==> config.mk <==
export PLATFORM = sky130hd
export DESIGN_NAME = exec_top
export DESIGN_NICKNAME = d
export VERILOG_FILES = /design/src/verilog/exec_pkg.sv /design/src/verilog/exec_decode.sv /design/src/verilog/exec_arith.sv /design/src/verilog/exec_logic.sv /design/src/verilog/exec_writeback.sv /design/src/verilog/exec_top.sv
export VERILOG_INCLUDE_DIRS = /design/src /design/src/include
export SDC_FILE = /design/constraint.sdc
export NUM_CORES = 1
export LEC_CHECK = 0
export BUFFER_PORTS_ARGS = -buffer_cell sky130_fd_sc_hd__clkbuf_2
export CELL_PAD_IN_SITES_DETAIL_PLACEMENT = 1
export CELL_PAD_IN_SITES_GLOBAL_PLACEMENT = 1
export CORE_ASPECT_RATIO = 1.1
export CORE_MARGIN = 1.5
export CORE_UTILIZATION = 30
export CTS_BUF_LIST = sky130_fd_sc_hd__clkbuf_4 sky130_fd_sc_hd__clkbuf_8 sky130_fd_sc_hd__clkbuf_16
export DETAILED_ROUTE_END_ITERATION = 16
export PLACE_DENSITY_LB_ADDON = 0.1
export SYNTH_ARGS = -nofsm -noshare
export SYNTH_HDL_FRONTEND = slang
export SYNTH_SLANG_ARGS = --single-unit
==> constraint.sdc <==
create_clock -name i_clk -period 1.6 [get_ports i_clk]
set_input_delay 0.08 -clock i_clk [delete_from_list [all_inputs] [get_ports i_clk]]
set_output_delay 0.08 -clock i_clk [all_outputs]
set_load 0.01 [all_outputs]
==> src/include/exec_defs.svh <==
`ifndef EXEC_DEFS_SVH
`define EXEC_DEFS_SVH

// integer register and address width
`define EXEC_XLEN 64

// width of the *w operations, results sign extend from bit 31
`define EXEC_WLEN 32

// destination register index width, x0 through x31
`define EXEC_RADDR_W 5

// shift amount for sh1add/sh2add/sh3add
`define EXEC_SLA_W 2

`endif

==> src/verilog/exec_pkg.sv <==
`default_nettype none

package exec_pkg;

    // operation code on the issue port
    typedef enum logic [4:0] {
        ADD    = 5'd0,
        SUB    = 5'd1,
        ADDW   = 5'd2,
        SUBW   = 5'd3,
        SLT    = 5'd4,
        SLTU   = 5'd5,
        MIN    = 5'd6,
        MAX    = 5'd7,
        MINU   = 5'd8,
        MAXU   = 5'd9,
        AND    = 5'd10,
        OR     = 5'd11,
        XOR    = 5'd12,
        ANDN   = 5'd13,
        ORN    = 5'd14,
        XNOR   = 5'd15,
        SH1ADD = 5'd16,
        SH2ADD = 5'd17,
        SH3ADD = 5'd18,
        // conditional branches, resolved in the arithmetic unit
        BEQ    = 5'd19,
        BNE    = 5'd20,
        BLT    = 5'd21,
        BGE    = 5'd22,
        BLTU   = 5'd23,
        BGEU   = 5'd24
    } exec_op_e;

    // arithmetic unit result select
    typedef enum logic [1:0] {
        ARITH_ADD = 2'd0,
        ARITH_SLT = 2'd1,
        ARITH_CMP = 2'd2
    } arith_sel_e;

    // logic unit result select
    typedef enum logic [1:0] {
        LOGIC_AND = 2'd0,
        LOGIC_OR  = 2'd1,
        LOGIC_XOR = 2'd2,
        LOGIC_SLA = 2'd3
    } logic_sel_e;

endpackage

`default_nettype wire

==> src/verilog/exec_decode.sv <==
`default_nettype none
`timescale 1ns/1ps
`include "exec_defs.svh"

module exec_decode (
    input  logic                     i_valid,
    input  exec_pkg::exec_op_e       i_op,
    // unit issue, at most one high per cycle
    output logic                     o_arith_valid,
    output logic                     o_logic_valid,
    // arithmetic unit controls
    output exec_pkg::arith_sel_e     o_arith_sel,
    output logic                     o_sub,
    output logic                     o_unsigned,
    output logic                     o_cmp_min,
    output logic                     o_word,
    output logic                     o_branch_en,
    output logic                     o_branch_equal,
    output logic                     o_branch_invert,
    // logic unit controls
    output exec_pkg::logic_sel_e     o_logic_sel,
    output logic                     o_invert,
    output logic [`EXEC_SLA_W-1:0]   o_sla_amount
);
    always_comb begin
        // idle defaults, an unknown code issues to neither unit
        o_arith_valid   = 1'b0;
        o_logic_valid   = 1'b0;
        o_arith_sel     = exec_pkg::ARITH_ADD;
        o_sub           = 1'b0;
        o_unsigned      = 1'b0;
        o_cmp_min       = 1'b0;
        o_word          = 1'b0;
        o_branch_en     = 1'b0;
        o_branch_equal  = 1'b0;
        o_branch_invert = 1'b0;
        o_logic_sel     = exec_pkg::LOGIC_AND;
        o_invert        = 1'b0;
        o_sla_amount    = '0;

        case (i_op)
            exec_pkg::ADD, exec_pkg::SUB, exec_pkg::ADDW, exec_pkg::SUBW: begin
                o_arith_valid = i_valid;
                o_sub  = (i_op == exec_pkg::SUB) || (i_op == exec_pkg::SUBW);
                o_word = (i_op == exec_pkg::ADDW) || (i_op == exec_pkg::SUBW);
            end
            exec_pkg::SLT, exec_pkg::SLTU: begin
                // less-than needs the subtract carry out
                o_arith_valid = i_valid;
                o_arith_sel   = exec_pkg::ARITH_SLT;
                o_sub         = 1'b1;
                o_unsigned    = (i_op == exec_pkg::SLTU);
            end
            exec_pkg::MIN, exec_pkg::MAX, exec_pkg::MINU, exec_pkg::MAXU: begin
                o_arith_valid = i_valid;
                o_arith_sel   = exec_pkg::ARITH_CMP;
                o_sub         = 1'b1;
                o_unsigned    = (i_op == exec_pkg::MINU) || (i_op == exec_pkg::MAXU);
                o_cmp_min     = (i_op == exec_pkg::MIN) || (i_op == exec_pkg::MINU);
            end
            exec_pkg::BEQ, exec_pkg::BNE, exec_pkg::BLT,
            exec_pkg::BGE, exec_pkg::BLTU, exec_pkg::BGEU: begin
                // subtract so the adder top bit gives less-than
                o_arith_valid   = i_valid;
                o_sub           = 1'b1;
                o_branch_en     = 1'b1;
                o_unsigned      = (i_op == exec_pkg::BLTU) || (i_op == exec_pkg::BGEU);
                o_branch_equal  = (i_op == exec_pkg::BEQ) || (i_op == exec_pkg::BNE);
                // ne, ge and geu are the negated eq, lt and ltu
                o_branch_invert = (i_op == exec_pkg::BNE) || (i_op == exec_pkg::BGE) ||
                                  (i_op == exec_pkg::BGEU);
            end
            exec_pkg::AND, exec_pkg::ANDN: begin
                o_logic_valid = i_valid;
                o_invert      = (i_op == exec_pkg::ANDN);
            end
            exec_pkg::OR, exec_pkg::ORN: begin
                o_logic_valid = i_valid;
                o_logic_sel   = exec_pkg::LOGIC_OR;
                o_invert      = (i_op == exec_pkg::ORN);
            end
            exec_pkg::XOR, exec_pkg::XNOR: begin
                o_logic_valid = i_valid;
                o_logic_sel   = exec_pkg::LOGIC_XOR;
                o_invert      = (i_op == exec_pkg::XNOR);
            end
            exec_pkg::SH1ADD, exec_pkg::SH2ADD, exec_pkg::SH3ADD: begin
                o_logic_valid = i_valid;
                o_logic_sel   = exec_pkg::LOGIC_SLA;
                if (i_op == exec_pkg::SH1ADD) begin
                    o_sla_amount = `EXEC_SLA_W'd1;
                end else if (i_op == exec_pkg::SH2ADD) begin
                    o_sla_amount = `EXEC_SLA_W'd2;
                end else begin
                    o_sla_amount = `EXEC_SLA_W'd3;
                end
            end
            default: begin
            end
        endcase
    end

endmodule

`default_nettype wire

==> src/verilog/exec_arith.sv <==
`default_nettype none
`timescale 1ns/1ps
`include "exec_defs.svh"

// add/sub, set-less-than, min/max and branch resolution, one cycle
module exec_arith (
    input  logic                      i_clk,
    input  logic                      i_rst_n,
    input  logic                      i_valid,
    input  logic [`EXEC_XLEN-1:0]     i_op1,
    input  logic [`EXEC_XLEN-1:0]     i_op2,
    // carried along for writeback
    input  logic [`EXEC_RADDR_W-1:0]  i_rd,
    // pc of the branch and of the fall-through instruction
    input  logic [`EXEC_XLEN-1:0]     i_pc,
    input  logic [`EXEC_XLEN-1:0]     i_pc_next,
    input  logic [`EXEC_XLEN-1:0]     i_branch_offset,
    input  exec_pkg::arith_sel_e      i_arith_sel,
    input  logic                      i_sub,
    input  logic                      i_unsigned,
    input  logic                      i_cmp_min,
    input  logic                      i_word,
    input  logic                      i_branch_en,
    input  logic                      i_branch_equal,
    input  logic                      i_branch_invert,
    output logic                      o_valid,
    output logic [`EXEC_XLEN-1:0]     o_result,
    output logic [`EXEC_RADDR_W-1:0]  o_rd,
    output logic                      o_branch,
    output logic [`EXEC_XLEN-1:0]     o_branch_target
);
    logic [`EXEC_XLEN:0]   add_op1;
    logic [`EXEC_XLEN:0]   add_op2;
    logic [`EXEC_XLEN:0]   sum;
    logic [`EXEC_XLEN-1:0] add_result;
    logic                  lt;
    logic                  eq;
    logic                  branch;
    logic [`EXEC_XLEN-1:0] branch_target;
    logic [`EXEC_XLEN-1:0] result;

    // one extra bit, sign or zero extended, so the top bit is op1 < op2
    assign add_op1 = {i_op1[`EXEC_XLEN-1] & ~i_unsigned, i_op1};
    // two's complement negate is invert plus carry in
    assign add_op2 = {i_op2[`EXEC_XLEN-1] & ~i_unsigned, i_op2} ^ {(`EXEC_XLEN+1){i_sub}};
    assign sum     = add_op1 + add_op2 + {{`EXEC_XLEN{1'b0}}, i_sub};
    assign lt      = sum[`EXEC_XLEN];

    // word forms keep the low 32 bits and sign extend
    assign add_result = i_word ?
        {{(`EXEC_XLEN-`EXEC_WLEN){sum[`EXEC_WLEN-1]}}, sum[`EXEC_WLEN-1:0]} :
        sum[`EXEC_XLEN-1:0];

    always_comb begin
        case (i_arith_sel)
            exec_pkg::ARITH_SLT: result = {{(`EXEC_XLEN-1){1'b0}}, lt};
            // min picks op1 when less, max picks op2 when less
            exec_pkg::ARITH_CMP: result = (lt ^ i_cmp_min) ? i_op2 : i_op1;
            default:             result = add_result;
        endcase
    end

    // branch condition, eq or lt then optional negate
    assign eq     = (i_op1 == i_op2);
    assign branch = i_branch_en & ((i_branch_equal ? eq : lt) ^ i_branch_invert);

    // not taken falls through to the next pc
    assign branch_target = branch ? (i_pc + i_branch_offset) : i_pc_next;

    always_ff @(posedge i_clk or negedge i_rst_n) begin
        if (!i_rst_n) begin
            o_valid         <= 1'b0;
            o_result        <= '0;
            o_rd            <= '0;
            o_branch        <= 1'b0;
            o_branch_target <= '0;
        end else begin
            o_valid         <= i_valid;
            // a branch writes no register, drop the compare difference
            o_result        <= i_branch_en ? '0 : result;
            o_rd            <= i_rd;
            o_branch        <= branch;
            o_branch_target <= branch_target;
        end
    end

endmodule

`default_nettype wire

==> src/verilog/exec_logic.sv <==
`default_nettype none
`timescale 1ns/1ps
`include "exec_defs.svh"

// bitwise ops and shift-add address generation, one cycle
module exec_logic (
    input  logic                      i_clk,
    input  logic                      i_rst_n,
    input  logic                      i_valid,
    input  logic [`EXEC_XLEN-1:0]     i_op1,
    input  logic [`EXEC_XLEN-1:0]     i_op2,
    input  logic [`EXEC_RADDR_W-1:0]  i_rd,
    input  exec_pkg::logic_sel_e      i_logic_sel,
    // andn, orn and xnor
    input  logic                      i_invert,
    // op1 shift for shNadd
    input  logic [`EXEC_SLA_W-1:0]    i_sla_amount,
    output logic                      o_valid,
    output logic [`EXEC_XLEN-1:0]     o_result,
    output logic [`EXEC_RADDR_W-1:0]  o_rd
);
    logic [`EXEC_XLEN-1:0] op2;
    logic [`EXEC_XLEN-1:0] sl2;
    logic [`EXEC_XLEN-1:0] sl1;
    logic [`EXEC_XLEN-1:0] result;

    assign op2 = i_op2 ^ {`EXEC_XLEN{i_invert}};

    // shift by 2 then by 1, covers 0 to 3
    assign sl2 = i_sla_amount[1] ? {i_op1[`EXEC_XLEN-3:0], 2'b00} : i_op1;
    assign sl1 = i_sla_amount[0] ? {sl2[`EXEC_XLEN-2:0], 1'b0} : sl2;

    always_comb begin
        case (i_logic_sel)
            exec_pkg::LOGIC_OR:  result = i_op1 | op2;
            exec_pkg::LOGIC_XOR: result = i_op1 ^ op2;
            // base times 2/4/8 plus offset, offset never inverted
            exec_pkg::LOGIC_SLA: result = sl1 + i_op2;
            default:             result = i_op1 & op2;
        endcase
    end

    always_ff @(posedge i_clk or negedge i_rst_n) begin
        if (!i_rst_n) begin
            o_valid  <= 1'b0;
            o_result <= '0;
            o_rd     <= '0;
        end else begin
            o_valid  <= i_valid;
            o_result <= result;
            o_rd     <= i_rd;
        end
    end

endmodule

`default_nettype wire

==> src/verilog/exec_writeback.sv <==
`default_nettype none
`timescale 1ns/1ps
`include "exec_defs.svh"

// merges the unit results into the one result port
module exec_writeback (
    input  logic                      i_clk,
    input  logic                      i_rst_n,
    input  logic                      i_arith_valid,
    input  logic [`EXEC_XLEN-1:0]     i_arith_result,
    input  logic [`EXEC_RADDR_W-1:0]  i_arith_rd,
    input  logic                      i_arith_branch,
    input  logic [`EXEC_XLEN-1:0]     i_arith_target,
    input  logic                      i_logic_valid,
    input  logic [`EXEC_XLEN-1:0]     i_logic_result,
    input  logic [`EXEC_RADDR_W-1:0]  i_logic_rd,
    output logic                      o_valid,
    output logic [`EXEC_XLEN-1:0]     o_result,
    output logic [`EXEC_RADDR_W-1:0]  o_rd,
    output logic                      o_branch,
    output logic [`EXEC_XLEN-1:0]     o_branch_target
);
    logic [`EXEC_XLEN-1:0]    sel_result;
    logic [`EXEC_RADDR_W-1:0] sel_rd;
    logic                     branch;

    // the units never complete in the same cycle
    assign sel_result = i_arith_valid ? i_arith_result : i_logic_result;
    assign sel_rd     = i_arith_valid ? i_arith_rd : i_logic_rd;
    assign branch     = i_arith_valid & i_arith_branch;

    always_ff @(posedge i_clk or negedge i_rst_n) begin
        if (!i_rst_n) begin
            o_valid         <= 1'b0;
            o_result        <= '0;
            o_rd            <= '0;
            o_branch        <= 1'b0;
            o_branch_target <= '0;
        end else begin
            o_valid         <= i_arith_valid | i_logic_valid;
            // x0 reads as zero, and a branch has nothing to write
            o_result        <= ((sel_rd == '0) || branch) ? '0 : sel_result;
            o_rd            <= sel_rd;
            o_branch        <= branch;
            o_branch_target <= i_arith_valid ? i_arith_target : '0;
        end
    end

endmodule

`default_nettype wire

==> src/verilog/exec_top.sv <==
`default_nettype none
`timescale 1ns/1ps
`include "exec_defs.svh"

// execute cluster, two cycles from issue to result, one issue per cycle
module exec_top (
    input  logic                      i_clk,
    input  logic                      i_rst_n,
    // issue port, accepted whenever valid is high
    input  logic                      i_valid,
    input  exec_pkg::exec_op_e        i_op,
    input  logic [`EXEC_XLEN-1:0]     i_op1,
    input  logic [`EXEC_XLEN-1:0]     i_op2,
    input  logic [`EXEC_RADDR_W-1:0]  i_rd,
    input  logic [`EXEC_XLEN-1:0]     i_pc,
    input  logic [`EXEC_XLEN-1:0]     i_pc_next,
    input  logic [`EXEC_XLEN-1:0]     i_branch_offset,
    // result port
    output logic                      o_valid,
    output logic [`EXEC_XLEN-1:0]     o_result,
    output logic [`EXEC_RADDR_W-1:0]  o_rd,
    output logic                      o_branch,
    output logic [`EXEC_XLEN-1:0]     o_branch_target
);
    // decode to units
    logic                     arith_valid;
    logic                     logic_valid;
    exec_pkg::arith_sel_e     arith_sel;
    logic                     sub;
    logic                     cmp_unsigned;
    logic                     cmp_min;
    logic                     word;
    logic                     branch_en;
    logic                     branch_equal;
    logic                     branch_invert;
    exec_pkg::logic_sel_e     logic_sel;
    logic                     invert;
    logic [`EXEC_SLA_W-1:0]   sla_amount;

    // units to writeback
    logic                     ar_valid;
    logic [`EXEC_XLEN-1:0]    ar_result;
    logic [`EXEC_RADDR_W-1:0] ar_rd;
    logic                     ar_branch;
    logic [`EXEC_XLEN-1:0]    ar_target;
    logic                     lg_valid;
    logic [`EXEC_XLEN-1:0]    lg_result;
    logic [`EXEC_RADDR_W-1:0] lg_rd;

    exec_decode u_decode (
        .i_valid         (i_valid),
        .i_op            (i_op),
        .o_arith_valid   (arith_valid),
        .o_logic_valid   (logic_valid),
        .o_arith_sel     (arith_sel),
        .o_sub           (sub),
        .o_unsigned      (cmp_unsigned),
        .o_cmp_min       (cmp_min),
        .o_word          (word),
        .o_branch_en     (branch_en),
        .o_branch_equal  (branch_equal),
        .o_branch_invert (branch_invert),
        .o_logic_sel     (logic_sel),
        .o_invert        (invert),
        .o_sla_amount    (sla_amount)
    );

    exec_arith u_arith (
        .i_clk           (i_clk),
        .i_rst_n         (i_rst_n),
        .i_valid         (arith_valid),
        .i_op1           (i_op1),
        .i_op2           (i_op2),
        .i_rd            (i_rd),
        .i_pc            (i_pc),
        .i_pc_next       (i_pc_next),
        .i_branch_offset (i_branch_offset),
        .i_arith_sel     (arith_sel),
        .i_sub           (sub),
        .i_unsigned      (cmp_unsigned),
        .i_cmp_min       (cmp_min),
        .i_word          (word),
        .i_branch_en     (branch_en),
        .i_branch_equal  (branch_equal),
        .i_branch_invert (branch_invert),
        .o_valid         (ar_valid),
        .o_result        (ar_result),
        .o_rd            (ar_rd),
        .o_branch        (ar_branch),
        .o_branch_target (ar_target)
    );

    exec_logic u_logic (
        .i_clk        (i_clk),
        .i_rst_n      (i_rst_n),
        .i_valid      (logic_valid),
        .i_op1        (i_op1),
        .i_op2        (i_op2),
        .i_rd         (i_rd),
        .i_logic_sel  (logic_sel),
        .i_invert     (invert),
        .i_sla_amount (sla_amount),
        .o_valid      (lg_valid),
        .o_result     (lg_result),
        .o_rd         (lg_rd)
    );

    exec_writeback u_writeback (
        .i_clk           (i_clk),
        .i_rst_n         (i_rst_n),
        .i_arith_valid   (ar_valid),
        .i_arith_result  (ar_result),
        .i_arith_rd      (ar_rd),
        .i_arith_branch  (ar_branch),
        .i_arith_target  (ar_target),
        .i_logic_valid   (lg_valid),
        .i_logic_result  (lg_result),
        .i_logic_rd      (lg_rd),
        .o_valid         (o_valid),
        .o_result        (o_result),
        .o_rd            (o_rd),
        .o_branch        (o_branch),
        .o_branch_target (o_branch_target)
    );

endmodule

`default_nettype wire

==> impl_results.md <==
- Post-Place Worst Slack: -3.33 ns
- Post-synthesis sequential area ratio: approximately 28%
- VDD IR-drop max: between 0.0007 and 0.0008 V
- Chip Width: slightly above 300 um
- Worst hold path type: input pin to flop
- Reg2reg setup slack: -0.12 ns
- FF-to-FF Start: u_logic.o_rd[0]
- H-tree levels: 2
- Worst-path clk slew: approximately 0.060 ns
- Via-per-instance ratio: roughly 5
- Netlist Area Pre-Place: between 30000 and 40000 sq um
- Placed Cells: 6223
- # DRC: 0
- Mapped Cells: between 3000 and 4000
- CP max FO: 5
- Total Routing Usage GR: a little over a quarter
- Failing checks: setup timing
- Post-Syn Area per Cell: about 8.6 sq um
- WL/cell: about 22 um
- Routed Antenna Nets: 0
- Number of global-route vias before repair: ~35000
- Netlist cell types: 85
- Core Box Area: about 100000 sq um
- R2r endpoint: u_writeback.o_result[48]
- Ys Warns: 0
- GRT overflow: 0
- Fmax: around 0.26 GHz
- Layout cells sized above 1: 42.9%
- Clock skew: just over 0.02 ns
- P per Cell Area: ~900 nW/um^2
- Worst R2R Path Depth: 5
- Status: complete, but fails checks
- Min Clock Period, post-route: just under 4 ns
- RSZ-0062 raised after global routing: yes
- Max-cap violation count: 0
- Worst setup startpoint: i_op[0]
- Post-Syn Nets: about 4200
- First-pass GRT wire length: 213000 um
- Initial antenna violation count: 7
- CP startpoint kind: input pin
- Nets: between 5000 and 6000
- Initial core utilization: a little under a third
- Die area: slightly above 100000 sq um
- Post-synth EDFFs: 0
- Clock root cell: clkbuf_16
- Final std cells w/o fill: ~6600
- Tcrit/Tclk final: 245%
- Port Buffers: roughly 470
- Max-slew headroom: about three fifths
- CTS Sinks: ~340
- Clock buffer depth: 3
- Crit. End Element: flop
- Routed WL: between 100000 and 150000 um
- Fillers: roughly 11000
- Main flop type after synthesis: dfrtp_1
- Final core occ: between 50% and 60%
- Worst hold start: i_branch_offset[58]
- Fraction of registers with async set/reset: 100%
- Worst-skew pair later-pin latency: 0.64 ns
- Max Slew Vio Count: 0
- Final WS setup: -2.32 ns
- Drt pass-1 iters: 5
- Leakage: about 0.025 uW
- Top Ports: 468
- Slew @ Worst Pin: between 0.5 and 0.6 ns
- Total CTS buffers: between 40 and 50
- Via count: 33300
- Critical path type: input pin to flop
- P&R area growth vs syn: 65.0%
- Fin. Hold Viols: 0
- DPL Wire Length: ~110000 um
- Final setup fails: approximately 250
- Starting DRT DRC Count: 1254
- CTS tree: done
- GP Congestion: between 0.9 and 1
- Seq cells post-synth: ~340
- Die Height: 335 um
- Largest net degree at the start of global routing: slightly above 60
- Hold Crit Depth: 4
- CP required: ~2.1 ns
- Rows: roughly 120
- Worst setup path end: u_logic.o_result[62]
- Data arrival time of the critical path: around 4.4 ns
-- how the worst min path moves through the flow --
stage	endpoint	slack, ns
CTS	u_logic.o_result[7]	0.001
finish	u_arith.o_branch_target[58]	0.005
global placement	u_writeback.o_branch_target[20]	0.03
global route	u_arith.o_branch_target[58]	0.01
floorplan	u_arith.o_branch	-0.22
detailed placement	u_writeback.o_branch_target[20]	0.02
-- layer usage --
layer / routed length, um / global-route usage, %
met1: 60000 / 32.0
met2: 76000 / 51.0
met3: 4430 / 2.93
met4: 4760 / 7.73
met5: 7 / 0
-- cells in the final DEF, fill, tap and decap left out, types with 16 or more instances in the layout --
cell / netlist / layout
a211oi_1: 21 / 16
a21o_1: 122 / 122
a21oi_1: 261 / 192
a21oi_2: 4 / 64
a22oi_2: 0 / 27
a31oi_1: 34 / 22
and2_1: 76 / 76
and3_1: 20 / 18
buf_12: 0 / 64
buf_4: 2 / 1124
buf_6: 4 / 59
clkbuf_16: 0 / 55
clkbuf_2: 1 / 462
dfrtp_1: 335 / 334
dlygate4sd3_1: 0 / 133
ha_1: 319 / 314
inv_1: 190 / 186
mux2_4: 9 / 51
mux2i_1: 169 / 153
nand2_1: 294 / 242
nand2_2: 0 / 36
nand2b_1: 20 / 19
nand3_1: 37 / 31
nand4_1: 50 / 50
nor2_1: 251 / 230
nor2b_1: 27 / 23
nor3_1: 34 / 28
o211ai_1: 128 / 128
o21a_1: 24 / 22
o21ai_0: 231 / 109
o21ai_1: 9 / 82
o21ai_2: 0 / 45
o21bai_1: 35 / 33
xnor2_1: 134 / 124
xor2_1: 223 / 214
-- area by class of cell --
type / instances / area, sq um / area share [%]
multi-input cells: 2805 / 22600 / 45.4
diodes: 6 / 15.0 / 0.0302
repair buffers: 1877 / 14800 / 29.7
well taps: 1291 / 1620 / 3.25
clock inverters: 25 / 379 / 0.763
clock buffers: 54 / 1210 / 2.44
inverters: 190 / 721 / 1.45
flip-flops and latches: 335 / 8390 / 16.9
-- registers in the layout, summed over array words and instances (netlist names) --
name	flops
u_writeback.o_rd	5
u_arith.o_branch_target	64
u_arith.o_result	64
u_logic.o_result	64
u_arith.o_branch	1
u_writeback.o_branch_target	64
u_arith.o_valid	1
u_writeback.o_branch	1
u_logic.o_rd	5
u_writeback.o_valid	1
u_writeback.o_result	64
u_logic.o_valid	1
-- cell families (layout without fill, tap and decap cells) --
group,count (synthesis),count (layout),share of synthesized area (%)
buffers and inverters,382,2146,4.95
AO/OA/AOI/OAI,1028,1028,22.1
other,0,6,0
flip-flops,335,335,27.8
adder cells (fa/ha/maj),322,322,13.5
XOR/XNOR,359,359,10.5
AND/OR/NAND/NOR,867,869,13.3
multiplexers,226,227,7.86
-- synth_stat cells (16+ instances only) --
cell / instances / share of area [%]
nor2_1: 251 / 3.1
nor3_1: 34 / 0.56
ha_1: 319 / 13
a31oi_1: 34 / 0.71
o21ai_0: 231 / 3.8
nand2_1: 294 / 3.7
a21o_1: 122 / 3.0
nand4_1: 50 / 1.0
xor2_1: 223 / 6.5
nor2b_1: 27 / 0.56
clkbuf_1: 155 / 1.9
a211oi_1: 21 / 0.52
a21oi_1: 261 / 4.3
o211ai_1: 128 / 3.2
and3_1: 20 / 0.42
xnor2_1: 134 / 3.9
and2_1: 76 / 1.6
nand3_1: 37 / 0.61
nand2b_1: 20 / 0.42
mux2i_1: 169 / 5.6
inv_1: 190 / 2.4
a22oi_1: 27 / 0.67
mux2_2: 38 / 1.4
dfrtp_1: 335 / 28
o21a_1: 24 / 0.60
o21bai_1: 35 / 0.87
o31ai_1: 16 / 0.40
-- power breakdown --
| part | switching [uW] | internal (uW) |
|---|---|---|
| Combinational | 11000 | 11100 |
| Clock | 4520 | 6720 |
| Sequential | 600 | 9910 |
-- worst max-delay path, cell delays in order --
cell and delay (ns):
clkbuf_16 0.13, buf_6 0.12, buf_6 0.12, buf_6 0.12, nor2_4 0.09, buf_12 0.15, buf_12 0.16, buf_6 0.11
mux2i_4 0.23, buf_4 0.13, mux2i_1 0.06, ha_1 0.31, a21o_1 0.19, a21oi_2 0.22, o21ai_2 0.09, a221o_1 0.32
o211ai_1 0.17, buf_4 0.18, nand3_4 0.10, a221oi_2 0.29, buf_4 0.17, a2bb2oi_4 0.25, o21a_1 0.19, or3_1 0.13
mux2_4 0.30
-- repair_timing --
| item | 4_1_cts | 5_1_grt |
|---|---|---|
| setup endpoints to repair | 252 | 256 |
| pin swaps | 78 | 188 |
| hold endpoints to repair | 441 | 0 |
| gates resized for setup | 196 | 369 |
| setup buffers | 45 | 80 |
| gates cloned | 13 | 10 |
| hold buffers | 134 | 0 |
-- per-stage QoR --
step	power [uW]	hold slack [ns]	setup TNS (ns)	instance area, sq um
after floorplan	19900	-0.216	-380.67	30900
after global placement	28900	0.0260	-530.52	42900
after detailed placement	29100	0.0239	-555.36	42900
after CTS	42400	0.000954	-357.63	47400
after global routing	46200	0.0136	-397.51	49700
final	43800	0.00542	-372.88	49700
Note: power is estimated with default switching activity, not from simulation.
